--- src/uart_pkg.sv ---
package uart_pkg;

  localparam int DATA_BITS        = 8;
  localparam int DEF_CLKS_PER_BIT = 25; // 50 MHz / 2 Mbaud
  localparam int DEF_NUM_CH       = 4;

  // one received byte as it sits in a channel buffer
  typedef struct packed {
    logic [DATA_BITS-1:0] data;
    logic                 frame_err; // stop bit sampled low
  } rx_byte_t;

  // per channel buffer state
  typedef struct packed {
    logic       valid;   // buffer not empty
    logic       overrun; // a byte was dropped
    logic [1:0] level;   // entries held, 0..2
  } rx_status_t;

endpackage

--- src/wb_pkg.sv ---
package wb_pkg;

  // classic cycle, master side
  typedef struct packed {
    logic        cyc;
    logic        stb;
    logic        we;
    logic [7:0]  adr;   // word address
    logic [31:0] dat_w;
    logic [3:0]  sel;
  } wb_req_t;

  typedef struct packed {
    logic        ack;
    logic [31:0] dat_r;
  } wb_rsp_t;

  // word address = channel * REGS_PER_CH + offset
  localparam int   REGS_PER_CH = 2;
  localparam logic REG_STATUS  = 1'b0;
  localparam logic REG_DATA    = 1'b1;

endpackage
--- src/uart_rx_channel.sv ---
`timescale 1ns/1ps

module uart_rx_channel #(
  parameter int CLKS_PER_BIT = uart_pkg::DEF_CLKS_PER_BIT
) (
  input  logic                  sys_clk,
  input  logic                  sys_rst_n,
  input  logic                  rx_line,
  input  logic                  take,
  output uart_pkg::rx_byte_t    byte_out,
  output uart_pkg::rx_status_t  status
);

  import uart_pkg::*;

  localparam int CNT_W    = $clog2(CLKS_PER_BIT);
  localparam int HALF_BIT = CLKS_PER_BIT / 2;
  localparam int STOP_IDX = DATA_BITS + 1; // start is bit 0

  logic                 rx_last;
  logic                 busy;       // frame in progress
  logic [CNT_W-1:0]     clk_cnt;    // clocks inside current bit
  logic [3:0]           bit_cnt;    // 0 start, 1..8 data, 9 stop
  logic [DATA_BITS-1:0] shreg;
  logic                 fall;
  logic                 mid_bit;
  logic                 push;

  rx_byte_t             mem [2];
  logic                 wr_ptr;
  logic                 rd_ptr;
  logic [1:0]           level;
  logic                 overrun;
  logic                 pop;
  logic                 wr_en;

  assign fall    = rx_last & ~rx_line;
  assign mid_bit = (clk_cnt == CNT_W'(HALF_BIT));
  assign push    = busy & mid_bit & (bit_cnt == 4'(STOP_IDX));

  // bit timing
  always_ff @(posedge sys_clk or negedge sys_rst_n) begin
    if (!sys_rst_n) begin
      rx_last <= 1'b1;
      busy    <= 1'b0;
      clk_cnt <= '0;
      bit_cnt <= '0;
    end else begin
      rx_last <= rx_line;
      if (!busy) begin
        if (fall) begin
          busy    <= 1'b1;
          clk_cnt <= '0;
          bit_cnt <= '0;
        end
      end else if (mid_bit && bit_cnt == 4'd0 && rx_line) begin
        busy <= 1'b0; // start bit gone by mid-bit, treat as noise
      end else if (push) begin
        busy <= 1'b0; // done at mid-stop, ready for the next edge
      end else if (clk_cnt == CNT_W'(CLKS_PER_BIT - 1)) begin
        clk_cnt <= '0;
        bit_cnt <= bit_cnt + 4'd1;
      end else begin
        clk_cnt <= clk_cnt + 1'b1;
      end
    end
  end

  // data bits arrive lsb first
  always_ff @(posedge sys_clk) begin
    if (busy && mid_bit && bit_cnt >= 4'd1 && bit_cnt <= 4'(DATA_BITS)) begin
      shreg <= {rx_line, shreg[DATA_BITS-1:1]};
    end
  end

  // two-entry buffer
  assign pop   = take & (level != 2'd0);
  assign wr_en = push & ((level != 2'd2) | pop); // full but popping still fits

  always_ff @(posedge sys_clk) begin
    if (wr_en) begin
      mem[wr_ptr].data      <= shreg;
      mem[wr_ptr].frame_err <= ~rx_line; // stop bit low
    end
  end

  always_ff @(posedge sys_clk or negedge sys_rst_n) begin
    if (!sys_rst_n) begin
      wr_ptr  <= 1'b0;
      rd_ptr  <= 1'b0;
      level   <= 2'd0;
      overrun <= 1'b0;
    end else begin
      if (wr_en) begin
        wr_ptr <= ~wr_ptr;
      end
      if (pop) begin
        rd_ptr <= ~rd_ptr;
      end
      case ({wr_en, pop})
        2'b10:   level <= level + 2'd1;
        2'b01:   level <= level - 2'd1;
        default: level <= level;
      endcase
      if (take) begin
        overrun <= 1'b0;
      end else if (push && !wr_en) begin
        overrun <= 1'b1; // byte dropped
      end
    end
  end

  assign byte_out       = (level != 2'd0) ? mem[rd_ptr] : '0;
  assign status.valid   = (level != 2'd0);
  assign status.overrun = overrun;
  assign status.level   = level;

endmodule

--- src/uart_rx_regs.sv ---
`timescale 1ns/1ps

module uart_rx_regs #(
  parameter int NUM_CH = uart_pkg::DEF_NUM_CH
) (
  input  logic                  sys_clk,
  input  logic                  sys_rst_n,
  input  wb_pkg::wb_req_t       wb_req,
  output wb_pkg::wb_rsp_t       wb_rsp,
  input  uart_pkg::rx_byte_t    byte_in [NUM_CH],
  input  uart_pkg::rx_status_t  status  [NUM_CH],
  output logic [NUM_CH-1:0]     take
);

  import uart_pkg::*;
  import wb_pkg::*;

  localparam int CH_W = (NUM_CH > 1) ? $clog2(NUM_CH) : 1;

  logic            req_valid;
  logic            in_map;
  logic            ack_q;
  logic            hit_q;   // read inside the map
  logic [CH_W-1:0] ch_q;
  logic            off_q;
  logic [31:0]     rd_data;
  rx_byte_t        head;
  rx_status_t      stat;

  assign req_valid = wb_req.cyc & wb_req.stb;
  assign in_map    = (wb_req.adr / REGS_PER_CH) < NUM_CH;

  // decode at request, answer one cycle later
  always_ff @(posedge sys_clk or negedge sys_rst_n) begin
    if (!sys_rst_n) begin
      ack_q <= 1'b0;
      hit_q <= 1'b0;
      ch_q  <= '0;
      off_q <= 1'b0;
    end else begin
      ack_q <= req_valid & ~ack_q; // one-cycle ack, master drops after it
      hit_q <= req_valid & ~ack_q & ~wb_req.we & in_map; // writes ignored
      ch_q  <= CH_W'(wb_req.adr / REGS_PER_CH);
      off_q <= wb_req.adr[0];
    end
  end

  // read data and pop in the ack cycle itself, so head and pop always
  // refer to the same entry
  assign head = byte_in[ch_q];
  assign stat = status[ch_q];

  always_comb begin
    rd_data = '0;
    take    = '0;
    if (ack_q && hit_q) begin
      if (off_q == REG_DATA) begin
        rd_data = {23'd0, head.frame_err, head.data};
        take[ch_q] = 1'b1;
      end else begin
        rd_data = {26'd0, stat.level, 1'b0, head.frame_err, stat.overrun, stat.valid};
      end
    end
  end

  assign wb_rsp.ack   = ack_q;
  assign wb_rsp.dat_r = rd_data; // zero outside the map

endmodule

--- src/uart_rx_sync.sv ---
`timescale 1ns/1ps

module uart_rx_sync #(
  parameter int NUM_CH = uart_pkg::DEF_NUM_CH
) (
  input  logic              sys_clk,
  input  logic              sys_rst_n,
  input  logic [NUM_CH-1:0] rxd,
  output logic [NUM_CH-1:0] rx_line
);

  logic [NUM_CH-1:0] sync_1;
  logic [NUM_CH-1:0] sync_2;
  logic [NUM_CH-1:0] sync_3;  // previous synchronized sample
  logic [NUM_CH-1:0] held;    // last accepted level

  // all lines idle high out of reset
  always_ff @(posedge sys_clk or negedge sys_rst_n) begin
    if (!sys_rst_n) begin
      sync_1 <= '1;
      sync_2 <= '1;
      sync_3 <= '1;
      held   <= '1;
    end else begin
      sync_1 <= rxd;
      sync_2 <= sync_1;
      sync_3 <= sync_2;
      held   <= rx_line;
    end
  end

  // new level only once two consecutive samples agree, so a
  // single-cycle pulse never gets through
  assign rx_line = (sync_2 & sync_3) | (held & (sync_2 ^ sync_3));

endmodule

--- src/uart_rx_top.sv ---
`timescale 1ns/1ps

module uart_rx_top #(
  parameter int NUM_CH       = uart_pkg::DEF_NUM_CH,
  parameter int CLKS_PER_BIT = uart_pkg::DEF_CLKS_PER_BIT
) (
  input  logic              sys_clk,
  input  logic              sys_rst_n,
  input  logic [NUM_CH-1:0] rxd,
  input  wb_pkg::wb_req_t   wb_req,
  output wb_pkg::wb_rsp_t   wb_rsp
);

  import uart_pkg::*;

  logic [NUM_CH-1:0] rx_line;   // conditioned serial lines
  logic [NUM_CH-1:0] take;      // pop strobes from the register block
  rx_byte_t          byte_out [NUM_CH];
  rx_status_t        status   [NUM_CH];

  uart_rx_sync #(
    .NUM_CH    (NUM_CH)
  ) u_sync (
    .sys_clk   (sys_clk),
    .sys_rst_n (sys_rst_n),
    .rxd       (rxd),
    .rx_line   (rx_line)
  );

  // one receiver per line
  for (genvar i = 0; i < NUM_CH; i++) begin : g_ch
    uart_rx_channel #(
      .CLKS_PER_BIT (CLKS_PER_BIT)
    ) u_channel (
      .sys_clk      (sys_clk),
      .sys_rst_n    (sys_rst_n),
      .rx_line      (rx_line[i]),
      .take         (take[i]),
      .byte_out     (byte_out[i]),
      .status       (status[i])
    );
  end

  uart_rx_regs #(
    .NUM_CH    (NUM_CH)
  ) u_regs (
    .sys_clk   (sys_clk),
    .sys_rst_n (sys_rst_n),
    .wb_req    (wb_req),
    .wb_rsp    (wb_rsp),
    .byte_in   (byte_out),
    .status    (status),
    .take      (take)
  );

endmodule

--- config.mk ---
export PLATFORM = sky130hd
export DESIGN_NAME = uart_rx_top
export DESIGN_NICKNAME = d
export VERILOG_FILES = /design/src/uart_pkg.sv /design/src/wb_pkg.sv /design/src/uart_rx_channel.sv /design/src/uart_rx_regs.sv /design/src/uart_rx_sync.sv /design/src/uart_rx_top.sv
export SDC_FILE = /design/constraint.sdc
export NUM_CORES = 1
export LEC_CHECK = 0
export BUFFER_PORTS_ARGS = -buffer_cell sky130_fd_sc_hd__buf_4
export CAP_MARGIN = 40
export CORE_MARGIN = 8
export CORE_UTILIZATION = 60
export CTS_BUF_LIST = sky130_fd_sc_hd__clkbuf_2 sky130_fd_sc_hd__clkbuf_4 sky130_fd_sc_hd__clkbuf_8
export DETAILED_ROUTE_END_ITERATION = 10
export GPL_TIMING_DRIVEN = 0
export PLACE_DENSITY = 0.81
export SYNTH_ARGS = -nofsm -noshare
export SYNTH_HDL_FRONTEND = slang
export SYNTH_SLANG_ARGS = --single-unit
export TNS_END_PERCENT = 100
--- constraint.sdc ---
create_clock -name sys_clk -period 6.5 [get_ports sys_clk]
set_input_delay 1.3 -clock sys_clk [delete_from_list [all_inputs] [get_ports sys_clk]]
set_output_delay 1.3 -clock sys_clk [all_outputs]
set_load 0.02 [all_outputs]
# Word-level counts from Yosys, hierarchy flattened

Memory sizes are Yosys's and may differ from the RTL's.
Index checks and enable logic that the tools add are counted.

Bits in registers: 117
RAM bits: 72
Input port bits: 53
Logic and storage cells: 309
Memories kept: 4

$add $sub $neg: 16
Order comparisons: 12
Eq/ne operators: 36
Muxes and demuxes: 92
Bitwise operators: 47
Reduce and logical (&&, ||, !) cells: 58

Memories:

| name                  | depth | width | rd ports | clocked after memory_dff | write ports | RTL line              | RTL |
|---|---|---|---|---|---|---|---|
| g_ch[0].u_channel.mem | 2     | 9     | 1        | 0                        | 1           | uart_rx_channel.sv:29 | `rx_byte_t mem [2];` |
| g_ch[1].u_channel.mem | 2     | 9     | 1        | 0                        | 1           | uart_rx_channel.sv:29 |  |
| g_ch[2].u_channel.mem | 2     | 9     | 1        | 0                        | 1           | uart_rx_channel.sv:29 |  |
| g_ch[3].u_channel.mem | 2     | 9     | 1        | 0                        | 1           | uart_rx_channel.sv:29 |  |

Operators by type and width:

| cell                                                   | count |
|---|---|
| 2-to-1 mux 5 bit                                       | 20 |
| 2-to-1 mux 4 bit                                       | 24 |
| 2-to-1 mux 9 bit                                       | 8 |
| 2-to-1 mux 1 bit                                       | 33 |
| inequality test 2 bit (second input constant)          | 16 |
| nonzero test 2 bit                                     | 16 |
| logical AND 1 bit                                      | 26 |
| bitwise AND 1 bit                                      | 24 |
| adder 5 x 1 -> 5 bit (second input constant)           | 4 |
| equality test 5 x 4 -> 1 bit (second input constant)   | 4 |
| equality test 5 bit (second input constant)            | 4 |
| binary-select mux 9 bit (select 2 bit)                 | 1 |
| adder 4 x 1 -> 4 bit (second input constant)           | 4 |
| equality test 4 bit (second input constant)            | 4 |
| >= comparator 4 x 1 -> 1 bit (second input constant)   | 4 |
| less-or-equal comparator 4 bit (second input constant) | 4 |
| logical NOT 4 bit                                      | 4 |
| case mux 2 bit (2 select lines)                        | 4 |
| AND reduction 4 bit                                    | 4 |
| inverter 1 bit                                         | 14 |
| AND reduction 3 bit                                    | 4 |
| adder 2 x 1 -> 2 bit (second input constant)           | 4 |
| bitwise AND 4 bit                                      | 2 |
| binary-select mux 4 bit (select 2 bit)                 | 1 |
| 13 further kinds                                       | 28 |

# Logic depth before layout (Yosys ltp)

Depth after elaboration: 13
Mapped depth: 9
Mapped depth without buffers: 9

# Hierarchy

A second synthesis with hierarchy kept.

Cells, all modules: 725
Area total of the unflattened synthesis: 9,004.9 µm²

By module, submodules not included:

| module                                   | times used | cells each | area an instance (µm²) | seq. area each (µm²) |
|---|---|---|---|---|
| uart_rx_channel at g_ch[0].u_channel ... | 2          | 143        | 1,854.3                | 1,182.4 |
| uart_rx_channel at g_ch[2].u_channel     | 1          | 163        | 1,986.9                | 1,182.4 |
| uart_rx_channel at g_ch[3].u_channel     | 1          | 159        | 1,945.6                | 1,182.4 |
| uart_rx_regs                             | 1          | 93         | 863.3                  | 125.1 |
| uart_rx_sync                             | 1          | 24         | 500.5                  | 420.4 |

# Least setup slack after synthesis

No wires, ideal clock.

Path type: reg2out
From: register u_regs.ch_q[1]
To: output port wb_rsp[2] in the netlist's numbering
Arrival time: 1.615 ns
Required time: 5.200 ns
Setup slack: 3.585 ns
Stages on the path, launching flop included: 6
Buffers on the path: 1
Cell sequence: dfrtp_1 -> buf_2 -> o21bai_1 -> o221ai_1 -> o21ai_0 -> o31ai_1

RTL lines:

| item                   | RTL line           | RTL |
|---|---|---|
| from (decl)            | uart_rx_regs.sv:24 | `logic [CH_W-1:0] ch_q;` |
| from (signal assigned) | uart_rx_regs.sv:43 | `ch_q <= CH_W'(wb_req.adr / REGS_PER_CH);` |
| to (decl)              | uart_rx_top.sv:11  | `output wb_pkg::wb_rsp_t wb_rsp` |

==> results.md <==
* Fin crit period at 3630 ps
* Final Hold Vio Count at 0
* Core area at 13700 sq um
* Clock sink count at 185
* Synth Area per Inst at 13.1 sq um
* Ys Warns at 0
* Fraction of registers with async set/reset at 43.8%
* PostCTS Resize Cnt at 0
* Final TNS setup at 0 ps
* Final Power at 2.87 mW
* Post-DRT Antenna Nets at 0
* CTS Buffer Depth at 2
* WL final at 15.2 mm
* Clock H-tree levels at 4
* TritonCTS clock tree: built
* Maximum clock frequency at 0.275 GHz
* Number of synthesized flops with an enable pin at 104
* IO Pins at 86
* N_diodes at 0
* RSZ-0062 raised after global routing: no
* Cell Area, Synth at 8260 sq um
* Setup Buffers After CTS at 0
* Worst setup EP type: output pin
* Layout Nets at 781
* Vias in the first global route at 4976
* Die Span X at 133 um
* # hold bufs at CTS at 0
* Synth top area share at 37.8%
* Cell variety after synth at 55
* Reg clk slew, reported paths at 90 ps
* Most used DFF post-synth: edfxtp_1
* Met1 wire length at 6.85 mm
* Setup Skew at 8.19 ps
* Crit Path Class: flop to output pin
* Share of layout cells above drive strength 1 at 17.3%
* Global-route wire length before repair at 24.8 mm
* Status: complete, no violations
* Max rail drop VDD at 0.000241 V
* # rows at 43
* CP bufs+invs at 2
* Setup violators final at 0
* CTS Root Cell: clkbuf_8
* CP delay by family, top: compound AO/OA/AOI/OAI gates
* Initial antenna violation count at 0
* Highest-delay cell along the critical path: o21bai_1
* Post-synthesis sequential area ratio at 62.6%
* Hold crit path type: flop to flop
* Largest stage delay on the critical path at 510 ps
* Total CTS buffers at 17
* Post-Synthesis Cells at 631
* PD cells at 312 nW/um^2
* Largest net degree at the start of global routing at 65
* Die Span Y at 133 um
* Total gr overflow at 0
* Startpoint types: flop
* Gr usage total at 17.6%
* Crit share post-route at 55.8%
* Data arrival, critical path at 2330 ps
* Via Count at 5095
* Pin slew with the least headroom to its limit at 852 ps
* Yosys reg bits at 185
* Top-count cell post-synth: edfxtp_1
* Worst path required time at 5200 ps
* Wire length per cell at 17.0 um
* Post-synth top cells: 104 x edfxtp_1, 65 x dfrtp_1, 49 x mux2i_1
* P&R area growth vs syn at 11.3%
* Worst skew pair latency at 460 ps
* Max-Cap Viols at 0
* Starting Density at 60.5%
* CP Max Fanout at 8
* Routed wl met2 at 7.10 mm
* Area contributors post-synth: edfxtp_1 38%, dfrtp_1 20%, mux2i_1 5.9%
* Final Max Tran Viols at 0
* Leading area contributor after synthesis: edfxtp_1
* # DRC at 0
* 1st-iter DRT viols at 429
* IO Port Bufs at 26
* DIE AREA at 17800 sq um
* Vias per inst at 5.71
* RePlAce Congestion at 0.920
* Slew Limit Headroom at 43.0%
* Top sig layer: met4
* Drt first pass iters at 5
* WL met3 at 862 um
* LEAKAGE at 3.73 nW
* CP Cell Sequence: clkbuf_1 -> o21bai_1 -> o22ai_1 -> o21ai_0 -> o31ai_1 -> buf_4
* Dpl hpwl at 10.9 mm
[power breakdown]
part | leakage (nW) | internal (mW) | switching (mW)
clock | 0.206 | 0.382 | 0.376
combinational | 1.60 | 0.265 | 0.323
sequential | 1.93 | 1.39 | 0.140
total | 3.73 | 2.03 | 0.839
[path summary, 6_finish.rpt]
| check | from | to | slack, ps | cells past startpoint |
|---|---|---|---|---|
| setup / recovery | g_ch[0].u_channel.level[0] | wb_rsp[2] | 2870 | 6 |
| hold / removal | u_sync.sync_1[0] | u_sync.sync_2[0] | 360 | 0 |
| setup reg to reg | g_ch[1].u_channel.clk_cnt[0] | g_ch[1].u_channel.mem[0][6] | 3810 | 6 |
| hold reg to reg | u_sync.sync_1[0] | u_sync.sync_2[0] | 360 | 0 |
| max in group asynchronous | sys_rst_n | u_sync.sync_3[1] | 5150 | 2 |
| min in group asynchronous | sys_rst_n | g_ch[2].u_channel.clk_cnt[1] | 710 | 1 |
[flip-flops by register name (all words and copies together) (netlist names), 8 cells and up]
register / flops
g_ch.u_channel.bit_cnt: 16
g_ch.u_channel.clk_cnt: 20
g_ch.u_channel.level: 8
g_ch.u_channel.shreg: 32
g_ch.u_channel.mem: 72
[routing by layer]
layer  up-vias  global-route usage (%)
met5         -                       0
met4         0                    7.30
met3        33                    4.82
met2       152                    26.9
met1      2504                    23.5
li1       2406                       -
[worst reg2reg max path, delay by kind of cell (launching register included)]
kind                       cells  cell delay [ps]
adders and majority gates      1              210
and+or+nand+nor                4             1610
DFF                            1              400
buffers and inverters          1              100
[kinds of logic (layout without fill, tap and decap cells)]
| kind of cell | after synthesis | in the layout | synth area share [%] |
|---|---|---|---|
| AND/OR/NAND/NOR | 179 | 179 | 11.8 |
| buffers and inverters | 74 | 134 | 4.60 |
| adder cells (fa/ha/maj) | 28 | 28 | 4.24 |
| multiplexers | 52 | 52 | 6.75 |
| AO/OA/AOI/OAI | 90 | 90 | 7.69 |
| flip-flops | 185 | 185 | 62.6 |
| XOR/XNOR | 22 | 22 | 2.33 |
| other | 1 | 23 | 0.0454 |
[cell usage in the layout, fill, tap and decap left out, types with 8 or more instances in the layout]
cell type    n
o21ai_0     17
xor2_1       8
conb_1      23
dfrtp_1     65
a21oi_1      9
buf_2        8
xnor2_1     14
inv_1       32
mux2i_1     49
nor2b_1      8
clkbuf_1    10
ha_1        28
nand4b_1    12
dfstp_2     16
nand3_1     24
nor2_1      39
clkbuf_8    19
nand2_1     44
edfxtp_1   104
o22ai_1     17
buf_4       51
[through the flow]
stage	hold WS [ps]	area [sq um]	utilization, %	setup WS [ps]	cells
floorplan	345	8350	-	3580	653
global placement	346	8770	64.1	3420	859
detailed placement	347	8800	64.4	3420	861
CTS	360	9190	67.3	2900	893
global route	362	9190	67.3	2700	893
finish	358	9190	67.3	2870	893
[cell type report]
cell class                 count  area [sq um]
timing repair buffer          28           228
inverter                      32           120
clock buffer                  24           299
multi-input combinational    394          2800
sequential                   185          5170
fill                        1014          4470
tap                          180           225
buffer                        42           260
clock inverter                 8          96.3
Note: power is estimated with default switching activity, not from simulation.
